===== src/sam_pkg.sv =====
package sam_pkg;

    // ----------------------------------------------------------------------
    // Bus widths
    // ----------------------------------------------------------------------
    localparam int CPU_ADDR_W = 16;
    localparam int DATA_W     = 8;
    localparam int RAM_ADDR_W = 19;
    localparam int ROM_ADDR_W = 15;
    localparam int PAGE_W     = 5;
    // Offset inside one 16 KB page or ROM half
    localparam int OFFSET_W   = 14;
    // Two 16 KB halves
    localparam int ROM_DEPTH  = 1 << ROM_ADDR_W;

    typedef logic [CPU_ADDR_W-1:0] cpu_addr_t;
    typedef logic [DATA_W-1:0]     byte_t;
    typedef logic [RAM_ADDR_W-1:0] ram_addr_t;
    // Top bit picks ROM1
    typedef logic [ROM_ADDR_W-1:0] rom_addr_t;
    // 32 pages of 16 KB fill the 512 KB SRAM
    typedef logic [PAGE_W-1:0]     page_t;

    // ----------------------------------------------------------------------
    // ASIC port numbers (low address byte)
    // ----------------------------------------------------------------------
    localparam byte_t PORT_LMPR   = 8'hFA;
    localparam byte_t PORT_HMPR   = 8'hFB;
    // Border/mic/beep on write, keyboard/ear on read
    localparam byte_t PORT_BORDER = 8'hFE;

    // ----------------------------------------------------------------------
    // Register bit positions
    // ----------------------------------------------------------------------
    // RAM instead of ROM0 in section A
    localparam int LMPR_RAM0_BIT   = 5;
    // ROM1 in section D
    localparam int LMPR_ROM1_BIT   = 6;
    localparam int BORDER_MIC_BIT  = 3;
    localparam int BORDER_BEEP_BIT = 4;
    localparam int KEY_EAR_BIT     = 6;

    // Floating bus value of an unmapped port
    localparam byte_t IO_IDLE_DATA = 8'hFF;

endpackage


===== src/sam_mem_map.sv =====
`timescale 1ns/1ps

module sam_mem_map (
    input  logic                clk24,
    input  logic                rst_n,
    // Z80 strobes
    input  logic                mreq_n,
    input  logic                iorq_n,
    input  logic                rd_n,
    input  logic                wr_n,
    input  sam_pkg::cpu_addr_t  cpu_addr,
    // Paging registers from the I/O block
    input  sam_pkg::byte_t      lmpr,
    input  sam_pkg::byte_t      hmpr,
    // Access starts, one cycle each
    output logic                rom_start,
    output logic                ram_start,
    output logic                io_start,
    output logic                access_write,
    output sam_pkg::rom_addr_t  rom_addr,
    output sam_pkg::ram_addr_t  ram_addr,
    output sam_pkg::byte_t      io_port
);

    logic               acc_now;
    logic               acc_q;
    logic               start;
    logic               map_rom;
    logic               rom_hi;
    sam_pkg::page_t     page;
    sam_pkg::page_t     lmpr_page;
    sam_pkg::page_t     hmpr_page;

    // ------------------------------------------------------------------
    // Access detection
    // ------------------------------------------------------------------
    // Refresh cycles have mreq_n low but no rd_n/wr_n, so they never start
    assign acc_now = (~mreq_n | ~iorq_n) & (~rd_n | ~wr_n);

    always_ff @(posedge clk24) begin
        if (!rst_n) begin
            acc_q <= 1'b0;
        end else begin
            acc_q <= acc_now;
        end
    end

    // Rising edge of the combined strobes
    assign start     = acc_now & ~acc_q;
    assign rom_start = start & ~mreq_n & map_rom;
    assign ram_start = start & ~mreq_n & ~map_rom;
    assign io_start  = start & ~iorq_n;

    assign access_write = ~wr_n;
    assign io_port      = cpu_addr[7:0];

    // ------------------------------------------------------------------
    // Section mapping
    // ------------------------------------------------------------------
    assign lmpr_page = lmpr[sam_pkg::PAGE_W-1:0];
    assign hmpr_page = hmpr[sam_pkg::PAGE_W-1:0];

    always_comb begin
        map_rom = 1'b0;
        rom_hi  = 1'b0;
        page    = lmpr_page;
        case (cpu_addr[15:14])
            // Section A, ROM0 unless switched to RAM
            2'd0: map_rom = ~lmpr[sam_pkg::LMPR_RAM0_BIT];
            // Section B, next page wraps 31 to 0
            2'd1: page = lmpr_page + sam_pkg::page_t'(1);
            2'd2: page = hmpr_page;
            // Section D, ROM1 when enabled
            default: begin
                map_rom = lmpr[sam_pkg::LMPR_ROM1_BIT];
                rom_hi  = 1'b1;
                page    = hmpr_page + sam_pkg::page_t'(1);
            end
        endcase
    end

    assign ram_addr = {page, cpu_addr[sam_pkg::OFFSET_W-1:0]};
    assign rom_addr = {rom_hi, cpu_addr[sam_pkg::OFFSET_W-1:0]};

    // Bus protocol from the CPU side
    a_one_space: assert property (@(posedge clk24) disable iff (!rst_n)
        !(!mreq_n && !iorq_n));
    a_one_dir: assert property (@(posedge clk24) disable iff (!rst_n)
        !(!rd_n && !wr_n));

endmodule


===== config.mk =====
export PLATFORM = sky130hd
export DESIGN_NAME = sam_mem_map
export DESIGN_NICKNAME = d
export VERILOG_FILES = /design/src/sam_pkg.sv /design/src/sam_mem_map.sv
export SDC_FILE = /design/constraint.sdc
export NUM_CORES = 1
export LEC_CHECK = 0
export ABC_AREA = 1
export BUFFER_PORTS_ARGS = -buffer_cell sky130_fd_sc_hd__buf_2
export CORE_MARGIN = 1
export CORE_UTILIZATION = 33
export CTS_CLUSTER_DIAMETER = 30
export DETAILED_ROUTE_END_ITERATION = 16
export GPL_ROUTABILITY_DRIVEN = 0
export PLACE_DENSITY = 0.85
export SYNTH_ARGS = -nofsm -noshare
export SYNTH_HDL_FRONTEND = slang
export SYNTH_SLANG_ARGS = --single-unit

===== constraint.sdc =====
create_clock -name clk24 -period 1.6 [get_ports clk24]
set_clock_uncertainty 0.15 [all_clocks]
set_input_delay 0.08 -clock clk24 [delete_from_list [all_inputs] [get_ports clk24]]
set_output_delay 0.08 -clock clk24 [all_outputs]
set_load 0.02 [all_outputs]

==> impl_metrics.ini, run 1 <==
[timing]
min_period_over_period_pct = 93.3
maxSlewHeadroom_pct = 83.0
slew_violations = 0
slew_at_the_pin_with_the_worst_max_slew_slack_ns = 0.255
hold-worst-slack_ns = 0.0100
timing.final.crit_period_ns = 1.49
grt_setup_unrepaired = no
maxClockFrequency_ghz = 0.670
finalHoldViolCount = 0
final.setup.tns_ns = 0
final-setup-viol-count = 0

[worst_setup_path]
crit_path_end_kind = primary output
library_cell_appearing_most_often_on_the_critical_path = buf_2
critical_path_arrival_ns = 1.26
slowest_stage = ha_1
crit_required_ns = 1.37
cp_max_fo = 6
max_stage_delay_ns = 0.25
crit_start = cpu_addr[15]
critical_path.startpoint_type = input port
worst_path_depth = 10
timing_worst_setup_path_type = in -> out
critPathTopFamily = buffers and inverters
timing.critical_path.buf_inv = 3
timing.critical_path.cells = buf_2, inv_2, nand2_4, nand2_1, nand2_2, ha_1, a21oi_1, o21ai_1, nand3_1, buf_2

[place]
port_buffers = 29
dp.cells = 125
detailed_place_hpwl_um = 967
placed_area_um2 = 528

[synthesis]
post_synth_most_frequent_cells = buf_4 (38), nand2_1 (23), nand3_1 (10), inv_1 (9), inv_2 (6)
netlist-cell-type-count = 20
yosys.area.top_type_share_pct = 45.3
syn-num-nets = 147
post_synth_instance_area_um2 = 629
synth_most_common_cell = buf_4
synth_area_leader_cell = buf_4
synth_enable_flop_cells = 0
syn_area_per_cell_um2 = 5.83
postSynthCellCount = 108
synth_area_leaders = buf_4 (45%), nand2_1 (14%), nand3_1 (8.0%)
ys_seq_area_share_pct = 3.18
ff_latch_count_synth = 1
ys.flop_type = dfxtp_1
yosys_warnings = 0
synth-async-reset-ratio_pct = 0

[floorplan]
ios = 84
initial_core_util_pct = 35.7
die_width_um = 45.7
core-area_um2 = 1760
num_rows = 15
dieArea_um2 = 2090
die_y_um = 45.7

[routing]
dr.first_iter.drc_count = 10
route.detailed.drc = 0
number_of_optimization_iterations_in_the_first_detailed_route_pass = 4
routed_via_density = 4.18
detail_route.wirelength_um = 1140
antenna_violating_nets_post_route = 0
wire_per_inst_um = 9.15
dr_total_vias = 523

[worst_hold_path]
worst_hold_path_type = in -> out
hold_end = ram_addr[8]
hold_path.startpoint = cpu_addr[8]
hold_critical_path_depth = 0

[finish]
antennaDiodeCount = 0
nFillCells = 209
multi_input_comb_area_um2 = 264
drive_above_1_share_pct = 40.0
syn_to_final_growth_pct = -16.1
largest_register = acc_q
layoutNonFillerInstCount = 125
largest_register_ffs = 1
final_non_filler_cell_area_um2 = 528
sequential_cell_area_um2 = 20.0
top_regs = acc_q x1
final_net_count = 141

[power_and_ir_drop]
netSwitchingFraction_pct = 53.1
vdd.ir_drop.worst_uv = 145
total_switching_power_uw = 101
p_total_uw = 190
power.density_cell_area_nw_per_um2 = 360
internal_power_uw = 89.2
power.combinational.fraction_pct = 85.2
clockPowerShare_pct = 0
static-leakage-power_nw = 0.330
share_seq_of_total_power_pct = 14.8

[grt]
first_pass_grt_wire_length_um = 1870
groute.usage.overall_pct = 11.5
grt_max_degree = 7
grt-ovfl-total = 0
antenna_found_initial = 0
first_global_vias = 483

[clock_tree]
cts_setup_buffers = 0
ctsHoldBuffers = 0
cts.repair.resized = 0

[status]
outcome = finished clean

[run]
drv_cap = 0
[power groups by stage]
stage               sequential, mW  combinational, mW  clock, mW
floorplan                   0.0279              0.235          0
global placement            0.0280              0.160          0
detailed placement          0.0281              0.162          0
CTS                         0.0281              0.163          0
global route                0.0285              0.180          0
finish                      0.0281              0.162          0
[routing by layer]
metal | up-vias | GRT usage [%] | wire length (um)
met5 | - | 0 | 0
met4 | 0 | 3.03 | 6
met3 | 2 | 1.98 | 78
met2 | 19 | 22.6 | 574
met1 | 219 | 12.3 | 484
li1 | 283 | - | -
[area by class of cell]
cell class,count,area share (%)
Sequential cell,1,3.79
Timing Repair Buffer,30,28.9
Inverter,16,11.4
Multi-Input combinational cell,53,50.0
Tap cell,25,5.92
[through the flow]
stage          setup slack (ns)  utilization (%)
4_1_cts                   0.108             29.9
3_3_place_gp              0.143             29.9
5_1_grt                 0.00273             29.9
3_5_place_dp              0.120             29.9
2_1_floorplan             0.376                -
6_report                  0.107             29.9
[worst max-delay path by stage]
stage	slack [ns]	end
after detailed placement	0.12	ram_addr[16]
final	0.11	ram_addr[16]
after floorplan	0.38	ram_addr[16]
after global placement	0.14	ram_addr[16]
after CTS	0.11	ram_addr[16]
after global routing	0.003	ram_addr[16]
[cells by family (layout without fill, tap and decap cells)]
logic type	after synthesis	in the layout	share of synthesized area [%]
AOI/OAI and AO/OA	8	8	7.55
adders and majority gates	1	1	1.99
buffers and inverters	54	46	54.9
DFF	1	1	3.18
and+or+nand+nor	44	44	32.4
[cells in the final DEF (no fill, tap or decap), drive strengths merged]
master,n
clkinv,1
a21oi,1
buf,30
nand4,2
ha,1
dfxtp,1
nor3,1
nand2,26
o22ai,1
o211ai,1
o21ai,4
nand3,10
inv,15
nor2,5
a22o,1
Note: power is estimated with default switching activity, not from simulation.
==> run 2: changes to the inputs <==
==> constraint.sdc (replaced) <==
create_clock -name clk24 -period 1.6 [get_ports clk24]
set_clock_uncertainty 0.15 [all_clocks]
set_input_delay 0.32 -clock clk24 [delete_from_list [all_inputs] [get_ports clk24]]
set_output_delay 0.32 -clock clk24 [all_outputs]
set_load 0.02 [all_outputs]
==> run 2 against run 1 <==
Net effect: the run now ends with setup timing left; sequential power is essentially flat; utilization grew 17 points; via count up 19%; combinational power grew 65%; global-route usage is 3.4 points higher; cell count increased by 8.8%; sequential cell count is the same; routed wire length up 47%; critical path depth is 1 higher; die area stayed put; sequential share of layout area down 1.4 points; largest power group unchanged.
==> impl_metrics.ini, run 2 (same netlist as run 1, synthesis figures left out) <==
[status]
outcome = finished, violations left
failed_checks = setup timing

[timing]
maxClockFrequency_ghz = 0.577
min_period_over_period_pct = 108
slew_violations = 0
timing.final.crit_period_ns = 1.73
hold-worst-slack_ns = 0.405
maxSlewHeadroom_pct = 88.3
final-setup-viol-count = 7
grt_setup_unrepaired = yes
slew_at_the_pin_with_the_worst_max_slew_slack_ns = 0.175
final.setup.tns_ns = -0.420
finalHoldViolCount = 0
worst_slack_ns = -0.133

[finish]
largest_register_ffs = 1
syn_to_final_growth_pct = 30.8
drive_above_1_share_pct = 66.7
final_net_count = 152
largest_register = acc_q
most-common-layout-cells = buf_2 (20), nand2_1 (15), buf_4 (10)
sequential_cell_area_um2 = 20.0
final_non_filler_cell_area_um2 = 823
commonest_non_fill_non_tap_cell_in_the_layout = buf_2
top_regs = acc_q x1
utilization_pct = 46.7
nFillCells = 173
antennaDiodeCount = 0
layoutNonFillerInstCount = 136
multi_input_comb_area_um2 = 384

[power_and_ir_drop]
power.combinational.fraction_pct = 90.5
netSwitchingFraction_pct = 47.9
power.density_cell_area_nw_per_um2 = 359
share_seq_of_total_power_pct = 9.5
internal_power_uw = 154
vdd.ir_drop.worst_uv = 197
total_switching_power_uw = 142
static-leakage-power_nw = 0.437
clockPowerShare_pct = 0

[routing]
wire_per_inst_um = 12.4
dr.first_iter.drc_count = 10
dr_total_vias = 623
detail_route.wirelength_um = 1680
routed_via_density = 4.58
number_of_optimization_iterations_in_the_first_detailed_route_pass = 4
route.detailed.drc = 0
antenna_violating_nets_post_route = 0

[worst_setup_path]
critical_path_arrival_ns = 1.26
critPathTopFamily = simple AND/OR/NAND/NOR gates
timing.critical_path.buf_inv = 3
timing_worst_setup_path_type = in -> out
crit_path_end_kind = primary output
cp_max_fo = 5
slowest_stage = ha_4
timing.critical_path.cells = buf_8, clkinv_8, nand2_8, nand2_4, nand2_4, ha_4, nand3_2, nand2_1, nand3_2, nand2_2, buf_6
critical_path.startpoint_type = input port
crit_start = cpu_addr[15]
crit_required_ns = 1.13
max_stage_delay_ns = 0.17
worst_path_depth = 11

[grt]
first_global_vias = 604
groute.usage.overall_pct = 14.9
antenna_found_initial = 0
grt-ovfl-total = 0
grt_max_degree = 7
first_pass_grt_wire_length_um = 2340

[place]
port_buffers = 29
placed_area_um2 = 628
detailed_place_hpwl_um = 1190
dp.cells = 135

[clock_tree]
clkTransAtPathRegs_ns = 0
ctsHoldBuffers = 0

[run]
drv_cap = 0

[worst_hold_path]
hold_end = acc_q
hold_critical_path_depth = 3
hold_path.startpoint = rst_n
worst_hold_path_type = in -> reg

[floorplan]
dieArea_um2 = 2090
die_y_um = 45.7
core-area_um2 = 1760
num_rows = 15
die_width_um = 45.7
ios = 84
initial_core_util_pct = 35.7
run 2: cell count changes in the layout (fill, tap and decap cells not counted), sizes merged:
cell | previous run | this run
clkinv | 1 | 2
buf | 30 | 41
inv | 15 | 14
run 2: worst max path at each step:
stage,to
after floorplan,ram_addr[16]
after global placement,ram_addr[16]
after detailed placement,ram_addr[16]
after CTS,ram_addr[16]
after global routing,ram_addr[18]
final,ram_addr[18]
run 2: area by class of cell:
class                   instances  area share [%]
well taps                      25            3.80
flip-flops and latches          1            2.43
inverters                      16            8.81
multi-input cells              53            46.7
repair buffers                 41            38.3
run 2: stage by stage:
stage / worst slack [ns] / power, mW
global placement: -0.233 / 0.215
floorplan: 0.0248 / 0.272
CTS: -0.117 / 0.274
detailed placement: -0.259 / 0.223
global route: -0.167 / 0.317
finish: -0.133 / 0.296
run 2: per-layer routing:
| layer | share of wire [%] | GRT usage, % | vias to the layer above | routed length (um) |
|---|---|---|---|---|
| li1 | - | - | 305 | - |
| met2 | 55 | 30.3 | 32 | 916 |
| met3 | 7.3 | 1.19 | 13 | 123 |
| met1 | 33 | 13.9 | 273 | 555 |
| met4 | 5.1 | 9.09 | 0 | 85 |
| met5 | 0 | 0 | - | 0 |
run 2: power by group through the flow:
stage / clock network, mW / logic (mW) / registers (mW)
final: 0 / 0.268 / 0.0281
after global routing: 0 / 0.288 / 0.0284
after CTS: 0 / 0.246 / 0.0280
after detailed placement: 0 / 0.195 / 0.0280
after global placement: 0 / 0.187 / 0.0280
after floorplan: 0 / 0.244 / 0.0279
run 2: repair_timing:
action                     4_1_cts  5_1_grt
setup endpoints to repair        7        7
gates resized for setup         35       16
pin swaps                       15       16
setup buffers                    1        0
