<file path="config.mk">
export PLATFORM = sky130hd
export DESIGN_NAME = sam_io_ports
export DESIGN_NICKNAME = d
export VERILOG_FILES = /design/src/sam_pkg.sv /design/src/sam_io_ports.sv
export SDC_FILE = /design/constraint.sdc
export NUM_CORES = 1
export LEC_CHECK = 0
export BUFFER_PORTS_ARGS = -buffer_cell sky130_fd_sc_hd__buf_2
export CAP_MARGIN = 5
export CORE_AREA = 2 2 59 61
export DETAILED_ROUTE_END_ITERATION = 8
export DIE_AREA = 0 0 61 63
export GPL_ROUTABILITY_DRIVEN = 0
export PLACE_DENSITY = 0.84
export SLEW_MARGIN = 20
export SYNTH_ARGS = -nofsm -noshare
export SYNTH_HDL_FRONTEND = slang
export SYNTH_SLANG_ARGS = --single-unit
</file>
<file path="constraint.sdc">
create_clock -name clk24 -period 1.4 [get_ports clk24]
set_input_delay 0.21 -clock clk24 [delete_from_list [all_inputs] [get_ports clk24]]
set_output_delay 0.21 -clock clk24 [all_outputs]
set_load 0.005 [all_outputs]
</file>
<file path="src/sam_pkg.sv">
package sam_pkg;

    // ----------------------------------------------------------------------
    // Bus widths
    // ----------------------------------------------------------------------
    localparam int CPU_ADDR_W = 16;
    localparam int DATA_W     = 8;
    localparam int RAM_ADDR_W = 19;
    localparam int ROM_ADDR_W = 15;
    localparam int PAGE_W     = 5;
    // Offset inside one 16 KB page or ROM half
    localparam int OFFSET_W   = 14;
    // Two 16 KB halves
    localparam int ROM_DEPTH  = 1 << ROM_ADDR_W;

    typedef logic [CPU_ADDR_W-1:0] cpu_addr_t;
    typedef logic [DATA_W-1:0]     byte_t;
    typedef logic [RAM_ADDR_W-1:0] ram_addr_t;
    // Top bit picks ROM1
    typedef logic [ROM_ADDR_W-1:0] rom_addr_t;
    // 32 pages of 16 KB fill the 512 KB SRAM
    typedef logic [PAGE_W-1:0]     page_t;

    // ----------------------------------------------------------------------
    // ASIC port numbers (low address byte)
    // ----------------------------------------------------------------------
    localparam byte_t PORT_LMPR   = 8'hFA;
    localparam byte_t PORT_HMPR   = 8'hFB;
    // Border/mic/beep on write, keyboard/ear on read
    localparam byte_t PORT_BORDER = 8'hFE;

    // ----------------------------------------------------------------------
    // Register bit positions
    // ----------------------------------------------------------------------
    // RAM instead of ROM0 in section A
    localparam int LMPR_RAM0_BIT   = 5;
    // ROM1 in section D
    localparam int LMPR_ROM1_BIT   = 6;
    localparam int BORDER_MIC_BIT  = 3;
    localparam int BORDER_BEEP_BIT = 4;
    localparam int KEY_EAR_BIT     = 6;

    // Floating bus value of an unmapped port
    localparam byte_t IO_IDLE_DATA = 8'hFF;

endpackage

</file>
<file path="src/sam_io_ports.sv">
`timescale 1ns/1ps

module sam_io_ports (
    input  logic            clk24,
    input  logic            rst_n,
    // Decoded I/O access
    input  logic            io_start,
    input  logic            access_write,
    input  sam_pkg::byte_t  io_port,
    input  sam_pkg::byte_t  cpu_dout,
    // Keyboard columns and tape input
    input  logic [4:0]      kb_cols,
    input  logic            ear,
    // Register outputs
    output sam_pkg::byte_t  lmpr,
    output sam_pkg::byte_t  hmpr,
    output sam_pkg::byte_t  io_rdata,
    output logic [2:0]      border,
    output logic            mic,
    output logic            beep
);

    logic            io_wr;
    logic            io_rd;
    sam_pkg::byte_t  key_byte;
    sam_pkg::byte_t  rd_mux;

    assign io_wr = io_start & access_write;
    assign io_rd = io_start & ~access_write;

    // ------------------------------------------------------------------
    // Write side
    // ------------------------------------------------------------------
    // Zero after reset, so ROM0 is in and ROM1 out
    always_ff @(posedge clk24) begin
        if (!rst_n) begin
            lmpr   <= '0;
            hmpr   <= '0;
            border <= '0;
            mic    <= 1'b0;
            beep   <= 1'b0;
        end else if (io_wr) begin
            case (io_port)
                sam_pkg::PORT_LMPR: lmpr <= cpu_dout;
                sam_pkg::PORT_HMPR: hmpr <= cpu_dout;
                sam_pkg::PORT_BORDER: begin
                    border <= cpu_dout[2:0];
                    mic    <= cpu_dout[sam_pkg::BORDER_MIC_BIT];
                    beep   <= cpu_dout[sam_pkg::BORDER_BEEP_BIT];
                end
                default: ;
            endcase
        end
    end

    // ------------------------------------------------------------------
    // Read side
    // ------------------------------------------------------------------
    // Keyboard port layout: 1, ear, 1, five columns
    always_comb begin
        key_byte = 8'hFF;
        key_byte[sam_pkg::KEY_EAR_BIT] = ear;
        key_byte[4:0] = kb_cols;
    end

    always_comb begin
        case (io_port)
            sam_pkg::PORT_LMPR:   rd_mux = lmpr;
            sam_pkg::PORT_HMPR:   rd_mux = hmpr;
            sam_pkg::PORT_BORDER: rd_mux = key_byte;
            default:              rd_mux = sam_pkg::IO_IDLE_DATA;
        endcase
    end

    // Valid from the second strobe cycle on
    always_ff @(posedge clk24) begin
        if (io_rd) begin
            io_rdata <= rd_mux;
        end
    end

endmodule

</file>
==> out/metrics.csv, run 1 <==
stage,metric,value,unit
clock_network,Skew-Pair Late Insertion Delay,330,ps
place,Placement Setup Slack,24.8,ps
timing,worst hold slack,151,ps
clock_network,post-CTS setup buffer count,0,
worst_setup_path,reg-to-reg startpoint,lmpr[4],
worst_setup_path,"Buf+Inv Stages, Crit Path",1,
die,die area,0.00384,sq mm
clock_network,clock sinks,29,
yosys,Cells after Synth,119,
yosys,syn_area_per_cell,11.0,sq um
routing,DRT Pass-1 Iters,4,
timing,final setup TNS,0,ps
die,Initial Util,0.403,
global_route,vias in the first global route,980,
worst_setup_path,"slowest stage delay, CP",390,ps
yosys,synthesis-stage register bit count,29,
cells_and_area,# fillers,295,
cells_and_area,fin nets,207,
worst_setup_path,critical path start-end classification,register to output pin,
clock_network,TritonCTS clock tree,done,
routing,number of remaining DRC errors,0,
die,Rows,21,
pwr,maximum vdd drop,406,uV
routing,Total Wirelength,2820,microns
routing,post-route ant nets,0,
timing,Max Slew Vio Count,0,
global_route,grt total ovfl,0,
cells_and_area,Diodes inserted,0,
die,die span in x,61,microns
clock_network,CTS resizes,0,
timing,Final Hold Violating Endpoints,0,
worst_setup_path,Crit path arrival time,850,ps
routing,met1 wire length,1230,microns
routing,met3 WL,191,microns
worst_setup_path,CP endpoint,lmpr[2],
global_route,All-Layer GR Usage,0.157,
routing,via count,1049,
place,I/O Buffers,54,
worst_setup_path,critical path capture point type,output pin,
cells_and_area,"commonest non-fill, non-tap cell in the layout",buf_2,
worst_setup_path,CP Depth,1,
routing,Highest Signal Layer,met4,
yosys,"Seq/Total Area, Yosys",0.507,
worst_setup_path,worst reg2reg path endpoint,io_rdata[4],
cells_and_area,ratio of cells with drive above 1 in the final layout,0.434,
timing,RSZ-0062 raised after global routing,false,
yosys,synthesized area,0.00130,sq mm
routing,via/cell ratio,4.60,
timing,Slew Limit Headroom,0.696,
cells_and_area,most frequent cells in the layout,"buf_2, nand2_1, mux2i_1",
routing,WL per Instance,12.3,microns
clock_network,"CTS clk-pin slew, worst paths",90,ps
pwr,Lkg Pwr,0.750,nW
cells_and_area,post-layout util,0.527,
global_route,antenna violations before repair,0,
routing,DR iter-0 viols,34,
worst_setup_path,crit-path leading delay family,flip-flops,
timing,Least-Margin Pin Slew,457,ps
outcome,outcome,"complete, no violations",
worst_setup_path,Required @ worst endpoint,1190,ps
timing,fin crit share,0.759,
clock_network,H-tree levels,2,
yosys,Yosys top cell by area,dfxtp_1,
yosys,"top cells by area, synth","dfxtp_1, edfxtp_1, mux2i_1",
yosys,Netlist cell types,17,
pwr,Power Density,874,mW/mm^2
worst_setup_path,Crit-path slowest cell,dfxtp_1,
worst_setup_path,FF-to-FF path depth,3,
timing,setup violators final,0,
timing,fmax,941,MHz
clock_network,clock root buffer,clkbuf_4,
min_path,Worst Hold Depth,3,
timing,final worst slack,338,ps
worst_setup_path,Worst Path Max Fanout,3,
place,post-DP HPWL,2180,microns
cells_and_area,Area Growth Syn to Fin,30.6,%
die,die span in y,63,microns
die,Core Area,0.00323,sq mm
global_route,largest net degree at the start of global routing,30,
cells_and_area,"non-filler cells, final",228,
yosys,Syn Nets,145,
worst_setup_path,worst reg2reg setup slack,360,ps
yosys,area fraction of the dominant cell type after synthesis,0.322,
run,maxcap violations,0,
die,I/O Pins,55,
clock_network,clk buf depth,2,
worst_setup_path,CP startpoint,lmpr[2],
routing,Met2 Wirelength,1320,microns
min_path,worst min-delay path class,input pin to register,
global_route,first-pass GRT wire length,4360,microns
place,Cells after DPL,220,
worst_setup_path,crit path launch type,register,
clock_network,TritonCTS Buffers,5,
yosys,Synthesis Warnings,0,
timing,min Tclk post-route,1060,ps
worst_setup_path,"critical path, cell by cell",buf_2,
timing,Setup Skew,4.79,ps
clock_network,"Hold-fix buffers, CTS",0,
## routing by layer
| metal | GRT usage | vias up |
|---|---|---|
| met1 | 0.187 | 459 |
| li1 | - | 538 |
| met2 | 0.242 | 46 |
| met5 | 0 | - |
| met3 | 0.0600 | 6 |
| met4 | 0.0734 | 0 |
## cell type report
type                       count  area [sq um]  share of cell area
sequential                    29           661               0.388
multi-input combinational     83           594               0.349
timing repair buffer          61           335               0.197
tap                           46          57.6              0.0338
clock buffer                   6          41.3              0.0242
clock inverter                 2          10.0             0.00588
inverter                       1          3.75             0.00220
## synth_stat cells
master	n
nor2b_1	1
dfxtp_1	21
nor4_4	3
o22ai_1	6
buf_6	3
clkbuf_1	2
nor2_1	1
mux2i_1	23
nand2_1	39
mux2_2	6
nand4_2	1
nor3_1	1
buf_1	1
nand3b_1	1
nand2b_4	1
edfxtp_1	8
inv_1	1
## how the worst min path moves through the flow
stage                 from   endpoint  slack [ps]
6_report       cpu_dout[7]    lmpr[7]         150
5_1_grt        cpu_dout[7]    lmpr[7]         140
4_1_cts        cpu_dout[7]    lmpr[7]         140
3_5_place_dp     border[0]  border[0]         450
3_3_place_gp     border[0]  border[0]         440
2_1_floorplan  cpu_dout[6]    lmpr[6]         370
## flip-flops by register name, indices dropped and copies added, names as in the netlist
signal	cells
io_rdata	8
hmpr	8
beep	1
border	3
mic	1
lmpr	8
## power breakdown
part / internal, mW / switching, mW / leakage (nW)
Combinational: 0.0646 / 0.0744 / 0.461
Clock: 0.191 / 0.284 / 0.0320
Sequential: 0.872 / 0.00271 / 0.257
Total: 1.13 / 0.361 / 0.750
## stage by stage
step                total power, mW  cell area, sq um
CTS                            1.51              1700
floorplan                     0.977              1300
finish                         1.49              1700
detailed placement             1.04              1650
global placement               1.03              1650
global route                   1.56              1700
## kinds of logic after synthesis
kind of cell,after synthesis,synth area share
flops,29,0.507
mux,29,0.228
compound gates,6,0.0288
simple gates,48,0.199
buf+inv,7,0.0374
Note: power is estimated with default switching activity, not from simulation.
==> inputs of run 2 (changes only) <==
--- a/config.mk
+++ b/config.mk
@@ -11,7 +11,7 @@
 export DETAILED_ROUTE_END_ITERATION = 8
 export DIE_AREA = 0 0 61 63
 export GPL_ROUTABILITY_DRIVEN = 0
-export PLACE_DENSITY = 0.84
+export PLACE_DENSITY = 0.81
 export SLEW_MARGIN = 20
 export SYNTH_ARGS = -nofsm -noshare
 export SYNTH_HDL_FRONTEND = slang
==> constraint.sdc (replaced) <==
create_clock -name clk24 -period 1.1 [get_ports clk24]
set_input_delay 0.165 -clock clk24 [delete_from_list [all_inputs] [get_ports clk24]]
set_output_delay 0.165 -clock clk24 [all_outputs]
set_load 0.005 [all_outputs]
==> run 2 against run 1 <==
Compared with the run above: combinational power grew 52%; wire length grew 1.5%; worst setup slack worse by 280 ps; die area unchanged; clock power up 21%; design area increased by 6.5%; worst hold slack worse by 36 ps; sequential share of layout area fell by 2.4 points; cell count rose by 3.9%.
==> out/metrics.csv, run 2 (synthesis results as in run 1) <==
stage,metric,value,unit,change
timing,Least-Margin Pin Slew,327,ps,-130 ps
timing,Final Hold Violating Endpoints,0,,unchanged
global_route,grt total ovfl,0,,unchanged
clock_network,"Hold-fix buffers, CTS",0,,unchanged
place,I/O Buffers,54,,unchanged
routing,WL per Instance,12.1,microns,-2.4%
die,I/O Pins,55,,unchanged
pwr,Lkg Pwr,0.806,nW,+7.5%
routing,DRT Pass-1 Iters,4,,unchanged
routing,number of remaining DRC errors,0,,unchanged
cells_and_area,Diodes inserted,0,,unchanged
cells_and_area,# fillers,301,,+2.0%
clock_network,Skew-Pair Late Insertion Delay,310,ps,-20 ps
cells_and_area,Final Cell Area,0.00181,sq mm,+6.5%
worst_setup_path,critical path capture point type,register,,
timing,setup violators final,0,,unchanged
worst_setup_path,Crit path arrival time,1110,ps,+260 ps
min_path,worst min-delay path class,input pin to register,,
cells_and_area,Area Growth Syn to Fin,39.2,%,
clock_network,post-CTS setup buffer count,0,,unchanged
timing,worst hold slack,116,ps,-35.8 ps
clock_network,clock root buffer,clkbuf_4,,
cells_and_area,ratio of cells with drive above 1 in the final layout,0.461,,+0.0267
die,die span in y,63,microns,unchanged
worst_setup_path,Worst Path Max Fanout,3,,unchanged
timing,Setup Skew,9.37,ps,+4.58 ps
timing,final worst slack,53.2,ps,-284 ps
routing,via/cell ratio,4.68,,+1.7%
die,die span in x,61,microns,unchanged
worst_setup_path,critical path start-end classification,register to register,,
global_route,antenna violations before repair,0,,unchanged
cells_and_area,"commonest non-fill, non-tap cell in the layout",buf_2,,
cells_and_area,most frequent cells in the layout,"buf_2, nand2_1, mux2i_1",,
clock_network,TritonCTS clock tree,done,,
global_route,first-pass GRT wire length,4460,microns,+2.2%
global_route,All-Layer GR Usage,0.155,,-0.00149
clock_network,TritonCTS Buffers,5,,unchanged
global_route,largest net degree at the start of global routing,30,,unchanged
pwr,maximum vdd drop,520,uV,+28%
run,maxcap violations,0,,unchanged
place,post-DP HPWL,2230,microns,+2.1%
timing,Max Slew Vio Count,0,,unchanged
routing,DR iter-0 viols,24,,-29%
clock_network,H-tree levels,2,,unchanged
timing,min Tclk post-route,1050,ps,
clock_network,clk buf depth,2,,unchanged
worst_setup_path,crit path launch type,register,,
routing,Total Wirelength,2860,microns,+1.5%
clock_network,"CTS clk-pin slew, worst paths",90,ps,about the same
timing,fin crit share,0.952,,
global_route,vias in the first global route,1031,,+5.2%
die,Rows,21,,unchanged
place,Placement Setup Slack,-225,ps,-249 ps
pwr,Power Density,1050,mW/mm^2,+20%
cells_and_area,Top Registers,"hmpr x8, io_rdata x8, lmpr x8",,
timing,Slew Limit Headroom,0.782,,+0.0860
place,post-place instance area,0.00175,sq mm,+6.1%
outcome,outcome,"complete, no violations",,
routing,via count,1109,,+5.7%
die,die area,0.00384,sq mm,unchanged
cells_and_area,fin nets,216,,+4.3%
timing,RSZ-0062 raised after global routing,false,,
routing,post-route ant nets,0,,unchanged
clock_network,clock sinks,29,,unchanged
die,Initial Util,0.403,,unchanged
timing,fmax,955,MHz,
die,Core Area,0.00323,sq mm,unchanged
worst_setup_path,Required @ worst endpoint,1170,ps,-20 ps
==> run 2: cell count changes in the layout (fill, tap and decap cells not counted) <==
cell,previous run,this run
nand4_2,1,0
o22ai_2,0,2
buf_12,1,3
clkinv_2,2,0
o22ai_1,6,4
nand4_4,0,1
clkbuf_1,1,3
buf_4,6,13
==> run 2: layer usage <==
metal | track usage | part of all wire | wire [microns]
met2 | 0.242 | 0.47 | 1340
met3 | 0.0373 | 0.056 | 161
met1 | 0.196 | 0.46 | 1310
met4 | 0.0734 | 0.015 | 43
met5 | 0 | 0 | 0
==> run 2: path summary, 6_finish.rpt <==
path                                    end  cells past startpoint         from  slack, ps
worst max-delay path            io_rdata[3]                      3      lmpr[3]         50
worst max register to register  io_rdata[3]                      3      lmpr[3]         50
worst min register to register    border[1]                      2    border[1]        460
worst min-delay path                lmpr[6]                      3  cpu_dout[6]        120
==> run 2: worst max-delay path, stage by stage, from the launching register on <==
cell	delay (ps)
dfxtp_1	340
mux2_2	260
o22ai_1	140
nand2_1	70
==> run 2: stage by stage <==
stage	util	power [mW]	instances	setup TNS [ps]
floorplan	-	1.25	119	-3060
detailed placement	0.542	1.34	229	-4290
global route	0.561	1.99	237	0
CTS	0.557	1.91	237	0
finish	0.561	1.90	237	0
global placement	0.542	1.34	229	-3550
==> run 2: power by group <==
group          internal, mW  total [mW]  switching [mW]
Clock                 0.254       0.577           0.323
Combinational         0.105       0.211           0.106
Sequential             1.11        1.11         0.00303
Total                  1.47        1.90           0.432
==> run 2: what timing repair did <==
| item | CTS | global route |
|---|---|---|
| resized for setup | 0 | 2 |
| setup endpoints to repair | 0 | 2 |
| endpoints found under the hold margin | 0 | 0 |
==> run 2: final cells by class <==
| type | count | area, sq um | share of cell area |
|---|---|---|---|
| inverters | 1 | 3.75 | 0.00207 |
| multi-input cells | 83 | 616 | 0.339 |
| flip-flops and latches | 29 | 661 | 0.364 |
| well taps | 46 | 57.6 | 0.0317 |
| repair buffers | 70 | 428 | 0.236 |
| clock buffers | 8 | 48.8 | 0.0269 |
